## src/roc_pkg.sv

```systemverilog
// Widths, route/state/owner enums and the address alignment helper
`default_nettype none

package roc_pkg;

  // Bus widths
  localparam int unsigned ADDR_W     = 32;
  localparam int unsigned DATA_W     = 32;
  localparam int unsigned BYTE_OFF_W = 2;

  // Where the request in flight was sent
  typedef enum logic {
    ROUTE_CACHE,
    ROUTE_BYPASS
  } route_e;

  typedef enum logic [1:0] {
    LK_IDLE,
    LK_CHECK,
    LK_REFILL,
    LK_RESPOND
  } lookup_state_e;

  // Current holder of the backing memory port
  typedef enum logic [1:0] {
    OWN_NONE,
    OWN_REFILL,
    OWN_BYPASS
  } owner_e;

  // Clear all address bits below lsb
  function automatic logic [ADDR_W-1:0] align_down(input logic [ADDR_W-1:0] addr,
                                                   input int unsigned       lsb);
    logic [ADDR_W-1:0] mask;
    mask = {ADDR_W{1'b1}} << lsb;
    return addr & mask;
  endfunction

endpackage

`default_nettype wire
```

## src/roc_mem_if.sv

```systemverilog
// Single-word read channel towards backing memory, client and server modports
`timescale 1ns/1ps
`default_nettype none

interface roc_mem_if;

  // Request side, address held while req_valid is high
  logic                        req_valid;
  logic                        req_ready;
  logic [roc_pkg::ADDR_W-1:0]  req_addr;

  // Response pulse, no back-pressure
  logic                        rsp_valid;
  logic [roc_pkg::DATA_W-1:0]  rsp_data;

  modport client (
    output req_valid,
    output req_addr,
    input  req_ready,
    input  rsp_valid,
    input  rsp_data
  );

  modport server (
    input  req_valid,
    input  req_addr,
    output req_ready,
    output rsp_valid,
    output rsp_data
  );

endinterface

`default_nettype wire

```

## src/roc_top.sv

```systemverilog
// Read-only cache top level: router, lookup, memory port and two memory channels
`timescale 1ns/1ps
`default_nettype none

module roc_top #(
  parameter int unsigned LineCount    = 8,
  parameter int unsigned WordsPerLine = 4
) (
  input  logic                       clk_i,
  input  logic                       rst_ni,
  input  logic                       enable_i,
  input  logic                       flush_valid_i,
  output logic                       flush_ready_o,
  input  logic [roc_pkg::ADDR_W-1:0] cache_base_i,
  input  logic [roc_pkg::ADDR_W-1:0] cache_limit_i,
  input  logic                       req_valid_i,
  output logic                       req_ready_o,
  input  logic [roc_pkg::ADDR_W-1:0] req_addr_i,
  output logic                       rsp_valid_o,
  input  logic                       rsp_ready_i,
  output logic [roc_pkg::DATA_W-1:0] rsp_data_o,
  output logic                       mem_req_valid_o,
  input  logic                       mem_req_ready_i,
  output logic [roc_pkg::ADDR_W-1:0] mem_req_addr_o,
  input  logic                       mem_rsp_valid_i,
  input  logic [roc_pkg::DATA_W-1:0] mem_rsp_data_i
);

  // Router to lookup
  logic                       lk_req_valid;
  logic                       lk_req_ready;
  logic [roc_pkg::ADDR_W-1:0] lk_req_addr;
  logic                       lk_rsp_valid;
  logic                       lk_rsp_ready;
  logic [roc_pkg::DATA_W-1:0] lk_rsp_data;

  roc_mem_if refill_mem ();
  roc_mem_if bypass_mem ();

  roc_route u_route (
    .clk_i          (clk_i),
    .rst_ni         (rst_ni),
    .enable_i       (enable_i),
    .cache_base_i   (cache_base_i),
    .cache_limit_i  (cache_limit_i),
    .req_valid_i    (req_valid_i),
    .req_ready_o    (req_ready_o),
    .req_addr_i     (req_addr_i),
    .rsp_valid_o    (rsp_valid_o),
    .rsp_ready_i    (rsp_ready_i),
    .rsp_data_o     (rsp_data_o),
    .lk_req_valid_o (lk_req_valid),
    .lk_req_ready_i (lk_req_ready),
    .lk_req_addr_o  (lk_req_addr),
    .lk_rsp_valid_i (lk_rsp_valid),
    .lk_rsp_ready_o (lk_rsp_ready),
    .lk_rsp_data_i  (lk_rsp_data),
    .bypass_mem     (bypass_mem)
  );

  roc_lookup #(
    .LineCount    (LineCount),
    .WordsPerLine (WordsPerLine)
  ) u_lookup (
    .clk_i         (clk_i),
    .rst_ni        (rst_ni),
    .flush_valid_i (flush_valid_i),
    .flush_ready_o (flush_ready_o),
    .req_valid_i   (lk_req_valid),
    .req_ready_o   (lk_req_ready),
    .req_addr_i    (lk_req_addr),
    .rsp_valid_o   (lk_rsp_valid),
    .rsp_ready_i   (lk_rsp_ready),
    .rsp_data_o    (lk_rsp_data),
    .refill_mem    (refill_mem)
  );

  roc_mem_port u_mem_port (
    .clk_i           (clk_i),
    .rst_ni          (rst_ni),
    .refill_mem      (refill_mem),
    .bypass_mem      (bypass_mem),
    .mem_req_valid_o (mem_req_valid_o),
    .mem_req_ready_i (mem_req_ready_i),
    .mem_req_addr_o  (mem_req_addr_o),
    .mem_rsp_valid_i (mem_rsp_valid_i),
    .mem_rsp_data_i  (mem_rsp_data_i)
  );

endmodule

`default_nettype wire

```

## src/roc_mem_port.sv

```systemverilog
// Memory port arbiter with refill over bypass priority and response steering by owner
`timescale 1ns/1ps
`default_nettype none

module roc_mem_port (
  input  logic                       clk_i,
  input  logic                       rst_ni,
  roc_mem_if.server                  refill_mem,
  roc_mem_if.server                  bypass_mem,
  output logic                       mem_req_valid_o,
  input  logic                       mem_req_ready_i,
  output logic [roc_pkg::ADDR_W-1:0] mem_req_addr_o,
  input  logic                       mem_rsp_valid_i,
  input  logic [roc_pkg::DATA_W-1:0] mem_rsp_data_i
);

  roc_pkg::owner_e owner_q;
  roc_pkg::owner_e grant;
  logic            mem_req_fire;

  // ---------------------------------------------------------------------
  // Grant only while no request is outstanding
  // ---------------------------------------------------------------------
  always_comb begin
    grant = roc_pkg::OWN_NONE;
    if (owner_q == roc_pkg::OWN_NONE) begin
      if (refill_mem.req_valid) begin
        grant = roc_pkg::OWN_REFILL;
      end else if (bypass_mem.req_valid) begin
        grant = roc_pkg::OWN_BYPASS;
      end
    end
  end

  assign mem_req_valid_o = (grant != roc_pkg::OWN_NONE);
  assign mem_req_addr_o  = (grant == roc_pkg::OWN_BYPASS) ? bypass_mem.req_addr
                                                          : refill_mem.req_addr;
  assign mem_req_fire    = mem_req_valid_o && mem_req_ready_i;

  assign refill_mem.req_ready = (grant == roc_pkg::OWN_REFILL) && mem_req_ready_i;
  assign bypass_mem.req_ready = (grant == roc_pkg::OWN_BYPASS) && mem_req_ready_i;

  // ---------------------------------------------------------------------
  // Response steering
  // ---------------------------------------------------------------------
  assign refill_mem.rsp_valid = mem_rsp_valid_i && (owner_q == roc_pkg::OWN_REFILL);
  assign bypass_mem.rsp_valid = mem_rsp_valid_i && (owner_q == roc_pkg::OWN_BYPASS);
  assign refill_mem.rsp_data  = mem_rsp_data_i;
  assign bypass_mem.rsp_data  = mem_rsp_data_i;

  always_ff @(posedge clk_i or negedge rst_ni) begin
    if (!rst_ni) begin
      owner_q <= roc_pkg::OWN_NONE;
    end else if (mem_req_fire) begin
      owner_q <= grant;
    end else if (mem_rsp_valid_i) begin
      owner_q <= roc_pkg::OWN_NONE;
    end
  end

  // A request towards memory holds its address until it is taken
  a_req_held : assert property (@(posedge clk_i) disable iff (!rst_ni)
    mem_req_valid_o && !mem_req_ready_i |=> mem_req_valid_o && $stable(mem_req_addr_o));

  // Memory must not answer without an outstanding request
  a_rsp_has_owner : assert property (@(posedge clk_i) disable iff (!rst_ni)
    mem_rsp_valid_i |-> owner_q != roc_pkg::OWN_NONE);

endmodule

`default_nettype wire

```

## src/roc_lookup.sv

```systemverilog
// Direct-mapped tag/valid/data arrays, hit check, flush and line refill FSM
`timescale 1ns/1ps
`default_nettype none

module roc_lookup #(
  parameter int unsigned LineCount    = 8,
  parameter int unsigned WordsPerLine = 4
) (
  input  logic                       clk_i,
  input  logic                       rst_ni,
  input  logic                       flush_valid_i,
  output logic                       flush_ready_o,
  input  logic                       req_valid_i,
  output logic                       req_ready_o,
  input  logic [roc_pkg::ADDR_W-1:0] req_addr_i,
  output logic                       rsp_valid_o,
  input  logic                       rsp_ready_i,
  output logic [roc_pkg::DATA_W-1:0] rsp_data_o,
  roc_mem_if.client                  refill_mem
);

  // Address split into tag, index, word offset and byte offset
  localparam int unsigned OFF_W    = $clog2(WordsPerLine);
  localparam int unsigned IDX_W    = $clog2(LineCount);
  localparam int unsigned LINE_LSB = OFF_W + roc_pkg::BYTE_OFF_W;
  localparam int unsigned TAG_W    = roc_pkg::ADDR_W - IDX_W - LINE_LSB;

  if (LineCount < 2 || WordsPerLine < 2 ||
      (1 << IDX_W) != LineCount || (1 << OFF_W) != WordsPerLine) begin : gen_param_check
    $error("roc_lookup: LineCount and WordsPerLine must be powers of two, at least 2");
  end

  roc_pkg::lookup_state_e     state_q;
  roc_pkg::lookup_state_e     state_d;
  logic [roc_pkg::ADDR_W-1:0] addr_q;
  logic [OFF_W-1:0]           cnt_q;
  logic                       pend_q;

  logic [LineCount-1:0]       valid_q;
  logic [TAG_W-1:0]           tag_q  [LineCount];
  logic [roc_pkg::DATA_W-1:0] data_q [LineCount][WordsPerLine];

  logic [TAG_W-1:0]           line_tag;
  logic [IDX_W-1:0]           line_idx;
  logic [OFF_W-1:0]           word_off;
  logic                       hit;
  logic                       req_fire;
  logic                       flush_fire;
  logic                       refill_done;

  assign line_tag = addr_q[roc_pkg::ADDR_W-1 -: TAG_W];
  assign line_idx = addr_q[LINE_LSB +: IDX_W];
  assign word_off = addr_q[roc_pkg::BYTE_OFF_W +: OFF_W];

  assign hit = valid_q[line_idx] && (tag_q[line_idx] == line_tag);

  // A pending flush blocks new requests
  assign flush_ready_o = (state_q == roc_pkg::LK_IDLE);
  assign req_ready_o   = (state_q == roc_pkg::LK_IDLE) && !flush_valid_i;
  assign req_fire      = req_valid_i && req_ready_o;
  assign flush_fire    = flush_valid_i && flush_ready_o;

  assign rsp_valid_o = (state_q == roc_pkg::LK_RESPOND);
  assign rsp_data_o  = data_q[line_idx][word_off];

  // ---------------------------------------------------------------------
  // Refill requests go out one word at a time from the line base upward
  // ---------------------------------------------------------------------
  assign refill_mem.req_valid = (state_q == roc_pkg::LK_REFILL) && !pend_q;
  assign refill_mem.req_addr  = roc_pkg::align_down(addr_q, LINE_LSB)
                              | (roc_pkg::ADDR_W'(cnt_q) << roc_pkg::BYTE_OFF_W);

  assign refill_done = refill_mem.rsp_valid && (cnt_q == OFF_W'(WordsPerLine - 1));

  always_comb begin
    state_d = state_q;
    unique case (state_q)
      roc_pkg::LK_IDLE: begin
        if (req_fire) begin
          state_d = roc_pkg::LK_CHECK;
        end
      end
      roc_pkg::LK_CHECK: begin
        state_d = hit ? roc_pkg::LK_RESPOND : roc_pkg::LK_REFILL;
      end
      roc_pkg::LK_REFILL: begin
        if (refill_done) begin
          state_d = roc_pkg::LK_RESPOND;
        end
      end
      roc_pkg::LK_RESPOND: begin
        if (rsp_ready_i) begin
          state_d = roc_pkg::LK_IDLE;
        end
      end
    endcase
  end

  always_ff @(posedge clk_i or negedge rst_ni) begin
    if (!rst_ni) begin
      state_q <= roc_pkg::LK_IDLE;
      valid_q <= '0;
      cnt_q   <= '0;
      pend_q  <= 1'b0;
    end else begin
      state_q <= state_d;
      if (flush_fire) begin
        valid_q <= '0;
      end
      // Line is invalid while it is being overwritten
      if (state_q == roc_pkg::LK_CHECK && !hit) begin
        valid_q[line_idx] <= 1'b0;
        cnt_q             <= '0;
        pend_q            <= 1'b0;
      end
      if (refill_mem.req_valid && refill_mem.req_ready) begin
        pend_q <= 1'b1;
      end
      if (refill_mem.rsp_valid) begin
        pend_q <= 1'b0;
        cnt_q  <= cnt_q + 1'b1;
      end
      if (refill_done) begin
        valid_q[line_idx] <= 1'b1;
      end
    end
  end

  // Arrays and captured address
  always_ff @(posedge clk_i) begin
    if (req_fire) begin
      addr_q <= req_addr_i;
    end
    if (refill_mem.rsp_valid) begin
      data_q[line_idx][cnt_q] <= refill_mem.rsp_data;
    end
    if (refill_done) begin
      tag_q[line_idx] <= line_tag;
    end
  end

  a_rsp_stable : assert property (@(posedge clk_i) disable iff (!rst_ni)
    rsp_valid_o && !rsp_ready_i |=> rsp_valid_o && $stable(rsp_data_o));

  // Refill responses arrive only while refilling
  a_refill_in_state : assert property (@(posedge clk_i) disable iff (!rst_ni)
    state_q != roc_pkg::LK_REFILL |-> !refill_mem.rsp_valid);

endmodule

`default_nettype wire

```

## src/roc_route.sv

```systemverilog
// Request router with window decode, bypass issue and response merge
`timescale 1ns/1ps
`default_nettype none

module roc_route (
  input  logic                       clk_i,
  input  logic                       rst_ni,
  input  logic                       enable_i,
  input  logic [roc_pkg::ADDR_W-1:0] cache_base_i,
  input  logic [roc_pkg::ADDR_W-1:0] cache_limit_i,
  input  logic                       req_valid_i,
  output logic                       req_ready_o,
  input  logic [roc_pkg::ADDR_W-1:0] req_addr_i,
  output logic                       rsp_valid_o,
  input  logic                       rsp_ready_i,
  output logic [roc_pkg::DATA_W-1:0] rsp_data_o,
  output logic                       lk_req_valid_o,
  input  logic                       lk_req_ready_i,
  output logic [roc_pkg::ADDR_W-1:0] lk_req_addr_o,
  input  logic                       lk_rsp_valid_i,
  output logic                       lk_rsp_ready_o,
  input  logic [roc_pkg::DATA_W-1:0] lk_rsp_data_i,
  roc_mem_if.client                  bypass_mem
);

  logic                       cacheable;
  logic                       req_fire;
  logic                       rsp_fire;
  logic                       busy_q;
  roc_pkg::route_e            route_q;
  logic                       byp_req_q;
  logic [roc_pkg::ADDR_W-1:0] byp_addr_q;
  logic                       byp_rsp_valid_q;
  logic [roc_pkg::DATA_W-1:0] byp_data_q;

  // Window includes its base and excludes its limit
  assign cacheable = enable_i && (req_addr_i >= cache_base_i) && (req_addr_i < cache_limit_i);

  // Cached requests are handed over in the same cycle, so the lookup must be ready too
  assign req_ready_o    = !busy_q && (!cacheable || lk_req_ready_i);
  assign req_fire       = req_valid_i && req_ready_o;
  assign lk_req_valid_o = req_valid_i && cacheable && !busy_q;
  assign lk_req_addr_o  = req_addr_i;

  assign bypass_mem.req_valid = byp_req_q;
  assign bypass_mem.req_addr  = byp_addr_q;

  // ---------------------------------------------------------------------
  // Response merge
  // ---------------------------------------------------------------------
  always_comb begin
    if (route_q == roc_pkg::ROUTE_BYPASS) begin
      rsp_valid_o    = byp_rsp_valid_q;
      rsp_data_o     = byp_data_q;
      lk_rsp_ready_o = 1'b0;
    end else begin
      rsp_valid_o    = lk_rsp_valid_i;
      rsp_data_o     = lk_rsp_data_i;
      lk_rsp_ready_o = rsp_ready_i;
    end
  end

  assign rsp_fire = rsp_valid_o && rsp_ready_i;

  always_ff @(posedge clk_i or negedge rst_ni) begin
    if (!rst_ni) begin
      busy_q          <= 1'b0;
      route_q         <= roc_pkg::ROUTE_CACHE;
      byp_req_q       <= 1'b0;
      byp_rsp_valid_q <= 1'b0;
    end else begin
      if (req_fire) begin
        busy_q    <= 1'b1;
        route_q   <= cacheable ? roc_pkg::ROUTE_CACHE : roc_pkg::ROUTE_BYPASS;
        byp_req_q <= !cacheable;
      end else if (rsp_fire) begin
        busy_q <= 1'b0;
      end
      if (bypass_mem.req_valid && bypass_mem.req_ready) begin
        byp_req_q <= 1'b0;
      end
      // Hold the bypass word until the requester takes it
      if (bypass_mem.rsp_valid) begin
        byp_rsp_valid_q <= 1'b1;
      end else if (rsp_fire && route_q == roc_pkg::ROUTE_BYPASS) begin
        byp_rsp_valid_q <= 1'b0;
      end
    end
  end

  always_ff @(posedge clk_i) begin
    if (req_fire) begin
      byp_addr_q <= roc_pkg::align_down(req_addr_i, roc_pkg::BYTE_OFF_W);
    end
    if (bypass_mem.rsp_valid) begin
      byp_data_q <= bypass_mem.rsp_data;
    end
  end

  // A new request is taken only after the last one has fully drained
  a_no_accept_while_busy : assert property (@(posedge clk_i) disable iff (!rst_ni)
    req_fire |-> !byp_req_q && !byp_rsp_valid_q && !lk_rsp_valid_i);

endmodule

`default_nettype wire

```

## config.mk

```make
export PLATFORM = sky130hd
export DESIGN_NAME = roc_top
export DESIGN_NICKNAME = d
export VERILOG_FILES = /design/src/roc_pkg.sv /design/src/roc_mem_if.sv /design/src/roc_top.sv /design/src/roc_mem_port.sv /design/src/roc_lookup.sv /design/src/roc_route.sv
export SDC_FILE = /design/constraint.sdc
export NUM_CORES = 1
export LEC_CHECK = 0
export BUFFER_PORTS_ARGS = -buffer_cell sky130_fd_sc_hd__buf_2
export CAP_MARGIN = 10
export CORE_MARGIN = 1
export CORE_UTILIZATION = 52
export CTS_CLUSTER_DIAMETER = 100
export CTS_CLUSTER_SIZE = 14
export DETAILED_ROUTE_END_ITERATION = 8
export GPL_TIMING_DRIVEN = 0
export HOLD_SLACK_MARGIN = 0.02
export PLACE_DENSITY = 0.75
export SLEW_MARGIN = 25
export SYNTH_ARGS = -nofsm -noshare
export SYNTH_HDL_FRONTEND = slang
export SYNTH_SLANG_ARGS = --single-unit
```

## constraint.sdc

```tcl
create_clock -name clk_i -period 9.15 [get_ports clk_i]
set_input_delay 0.4575 -clock clk_i [delete_from_list [all_inputs] [get_ports clk_i]]
set_output_delay 0.4575 -clock clk_i [all_outputs]
set_load 0.02 [all_outputs]
```

==> run summary <==
I/O Pins = 204
share of the cycle needed by the critical path after routing = 0.546
count of max-cap constraint violations = 0
Crit path largest cell delay = 0.61 ns
number of enable-type register cells in the synthesized netlist = 1316
post-synth cell types = 56
classification of the worst-slack hold path = input port to flip-flop
maximum number of pins on one net before global-route repair = 34
Cell Area, Synth = 52900 µm²
Max FO, Critical Path = 10
num rows = 116
kind of cell adding the most delay to the critical path = buffers and inverters
HPWL reported at the end of detailed placement = 84200 µm
fin nets = 3002
slowest cell on the critical path = sky130_fd_sc_hd__mux4_2
most prevalent standard cell on the critical path = sky130_fd_sc_hd__buf_2
clock tree from TritonCTS = yes
# setup viols final = 0
global-route wire length before repair = 184000 µm
worst slew slack as a fraction of its limit = 0.283
area of the die = 103000 µm²
RD Place Congestion = 0.880
Antenna Violating Nets Remaining = 0
Seq/Total Area, Yosys = 0.757
Worst EP arrival = 4.54 ns
CTS root buf = sky130_fd_sc_hd__clkbuf_16
share of async-settable or async-resettable flops after synthesis = 0.0142
leak pwr = 19.8 nW
Synth Instances = 2408
CTS H-Tree Depth = 3
Worst-path clk slew = 0.07 ns
number of global-route vias before repair = 27.4k
DR vias = 26.2k
die span in x = 321 µm
average footprint of a synthesized cell = 22.0 µm²
global route overflow = 0
count of clock tree sinks = 1338
die height = 321 µm
drc violations = 0
Final min period = 5.00 ns
Crit. End Element = primary output
Worst Max-Slew Pin Slew = 1.08 ns
wire length per cell = 30.5 µm
Post CTS Setup Buffer Count = 0
per-cell via count in the routed design = 6.26
VDD IR-drop max = 0.000165 V
flops & latches, synth = 1338
count of buffer and inverter cells on the critical path = 5
non-filler cells in the finished layout = 4178
most common cell after layout, fill and taps aside = sky130_fd_sc_hd__edfxtp_1
endpoints failing hold = 0
worst setup skew after layout = 0.0522 ns
top flip-flop cell by instance count after synthesis = sky130_fd_sc_hd__edfxtp_1
power density over the cells = 199 nW/µm²
Fin Setup TNS = 0 ns
WL final = 128000 µm
CP cell instances = buf_2, buf_2, buf_2, buf_2, mux4_2, mux4_2, mux2i_1, o21ai_0, buf_2
area grow syn2layout = 14.2%
global routing usage summed across all routing layers = 0.250
initial DRC count = 3076
required time of the critical path = 8.69 ns
layout cell share with drive strength beyond 1 = 0.310
outcome = completed
Pre-Repair DR Iteration Count = 5
Max Freq = 0.200 GHz
Skew-Pair Late Insertion Delay = 0.71 ns
IO Port Bufs = 201
core outline area = 100000 µm²
RSZ-0062 raised after global routing = false
synth warn = 0
number of placed cells counting well taps = 4024
most frequent cells in the layout = sky130_fd_sc_hd__edfxtp_1, sky130_fd_sc_hd__mux4_2, sky130_fd_sc_hd__buf_2, sky130_fd_sc_hd__clkbuf_16, sky130_fd_sc_hd__inv_1
final-report max-slew violation count = 0
Starting Density = 0.527
initial antenna violation count = 4
TritonCTS Buffers = 105
maximum number of buffers from clock root to sink = 3
type of the setup path with the least slack = flip-flop to primary output
Worst Setup Start Kind = flip-flop
==> sequential cells by signal (all words and copies together), names as in the netlist, named ones only <==
name                          cells
u_lookup.addr_q                  30
u_lookup.valid_q                  8
u_route.busy_q                    1
u_route.byp_rsp_valid_q           1
u_lookup.pend_q                   1
u_route.route_q                   1
u_mem_port.owner_q                2
u_route.bypass_mem.req_addr      30
u_route.bypass_mem.req_valid      1
u_lookup.cnt_q                    2
u_route.byp_data_q               32
u_lookup.data_q                1024
u_lookup.tag_q                  200
u_lookup.state_q                  2
==> stage by stage <==
stage	hold slack (ns)	worst slack, ns	util	power, mW	cell area, µm²
detailed placement	0.424	4.82	0.572	8.09	57400
global route	0.0283	4.00	0.602	12.4	60500
finish	0.0584	4.15	0.602	12.1	60500
global placement	0.408	2.18	0.554	8.02	55600
floorplan	0.162	5.04	-	7.59	52900
CTS	0.0256	4.05	0.602	12.1	60500
==> layout make-up <==
cell class / count / area (µm²)
timing repair buffer: 279 / 2710
antenna: 1 / 2.50
sequential: 1338 / 40100
fill: 6815 / 40000
tap: 1357 / 1700
multi-input combinational: 890 / 12400
clock inverter: 7 / 119
clock buffer: 125 / 2720
inverter: 72 / 270
buffer: 109 / 526
==> timing repair <==
| action | CTS | global route |
|---|---|---|
| hold buffers | 21 | 0 |
| gates resized for setup | 0 | 0 |
| endpoints found under the hold margin | 56 | 0 |
==> per-layer routing <==
metal	global-route usage	wire, µm	share of wire	vias up
met5	0	0	0	-
met4	0.0852	4360	0.034	0
met3	0.0468	10300	0.081	263
met2	0.436	66700	0.52	1418
met1	0.315	46200	0.36	13700
li1	-	-	-	10800
==> synth_stat cells, types with 3 or more instances <==
master	number	area [µm²]
sky130_fd_sc_hd__a2111oi_0	4	35.0
sky130_fd_sc_hd__a211oi_1	9	67.6
sky130_fd_sc_hd__a21o_1	7	52.6
sky130_fd_sc_hd__a21oi_1	34	170
sky130_fd_sc_hd__a221oi_1	5	43.8
sky130_fd_sc_hd__buf_1	18	67.6
sky130_fd_sc_hd__buf_2	47	235
sky130_fd_sc_hd__buf_4	4	30.0
sky130_fd_sc_hd__buf_6	3	33.8
sky130_fd_sc_hd__clkbuf_1	36	135
sky130_fd_sc_hd__dfrtp_1	19	475
sky130_fd_sc_hd__dfxtp_1	3	60.1
sky130_fd_sc_hd__edfxtp_1	1316	39500
sky130_fd_sc_hd__ha_1	71	888
sky130_fd_sc_hd__inv_1	72	270
sky130_fd_sc_hd__mux2_2	47	529
sky130_fd_sc_hd__mux2i_1	66	661
sky130_fd_sc_hd__mux4_2	355	8000
sky130_fd_sc_hd__nand2_1	67	251
sky130_fd_sc_hd__nand2b_1	5	31.3
sky130_fd_sc_hd__nand3_1	11	55.1
sky130_fd_sc_hd__nand3b_1	5	37.5
sky130_fd_sc_hd__nand4_1	14	87.6
sky130_fd_sc_hd__nor2_1	49	184
sky130_fd_sc_hd__nor2b_1	8	50.1
sky130_fd_sc_hd__nor3_1	4	20.0
sky130_fd_sc_hd__o21a_1	3	22.5
sky130_fd_sc_hd__o21ai_0	46	230
sky130_fd_sc_hd__o21ba_1	8	80.1
sky130_fd_sc_hd__o22ai_1	7	43.8
sky130_fd_sc_hd__o31a_1	3	26.3
sky130_fd_sc_hd__or3_1	9	56.3
sky130_fd_sc_hd__xnor2_1	16	140
sky130_fd_sc_hd__xor2_1	10	87.6
==> path summary, 6_finish.rpt <==
kind | start | endpoint | slack (ns) | cells past startpoint
max in group asynchronous | rst_ni | u_lookup.valid_q[4]$_DFF_PN0_ | 8.55 | 2
min in group asynchronous | rst_ni | u_lookup.valid_q[1]$_DFF_PN0_ | 0.24 | 2
worst max-delay path | flip-flop | rsp_data_o[1] | 4.15 | 9
worst max register to register | flip-flop | u_lookup.state_q[0]$_DFFE_PN0P_ | 5.41 | 10
worst min register to register | u_route.byp_rsp_valid_q$_DFFE_PN0P_ | u_route.byp_rsp_valid_q$_DFFE_PN0P_ | 0.50 | 1
worst min-delay path | mem_req_ready_i | u_mem_port.owner_q[1]$_DFFE_PN0P_ | 0.06 | 3
==> tightest hold or removal path: cells and delay by family <==
kind	cells	cell delay [ns]
buf+inv	2	0.17
compound gates	1	0.08
==> power by group <==
| part | internal, mW | switching [mW] |
|---|---|---|
| Combinational | 0.370 | 0.725 |
| Clock | 2.08 | 2.01 |
| Sequential | 6.82 | 0.0484 |
==> cell families (layout without fill, tap and decap cells) <==
| family | count (synthesis) | count (layout) | share of synthesized area |
|---|---|---|---|
| and+or+nand+nor | 185 | 185 | 0.0169 |
| muxes | 469 | 469 | 0.174 |
| xor gates and xnor gates | 26 | 26 | 0.00430 |
| DFF | 1338 | 1338 | 0.757 |
| AOI/OAI and AO/OA | 137 | 137 | 0.0164 |
| buffers and inverters | 181 | 592 | 0.0150 |
| adders and majority gates | 71 | 71 | 0.0168 |
| other | 1 | 3 | 0.0000708 |
Note: power is estimated with default switching activity, not from simulation.
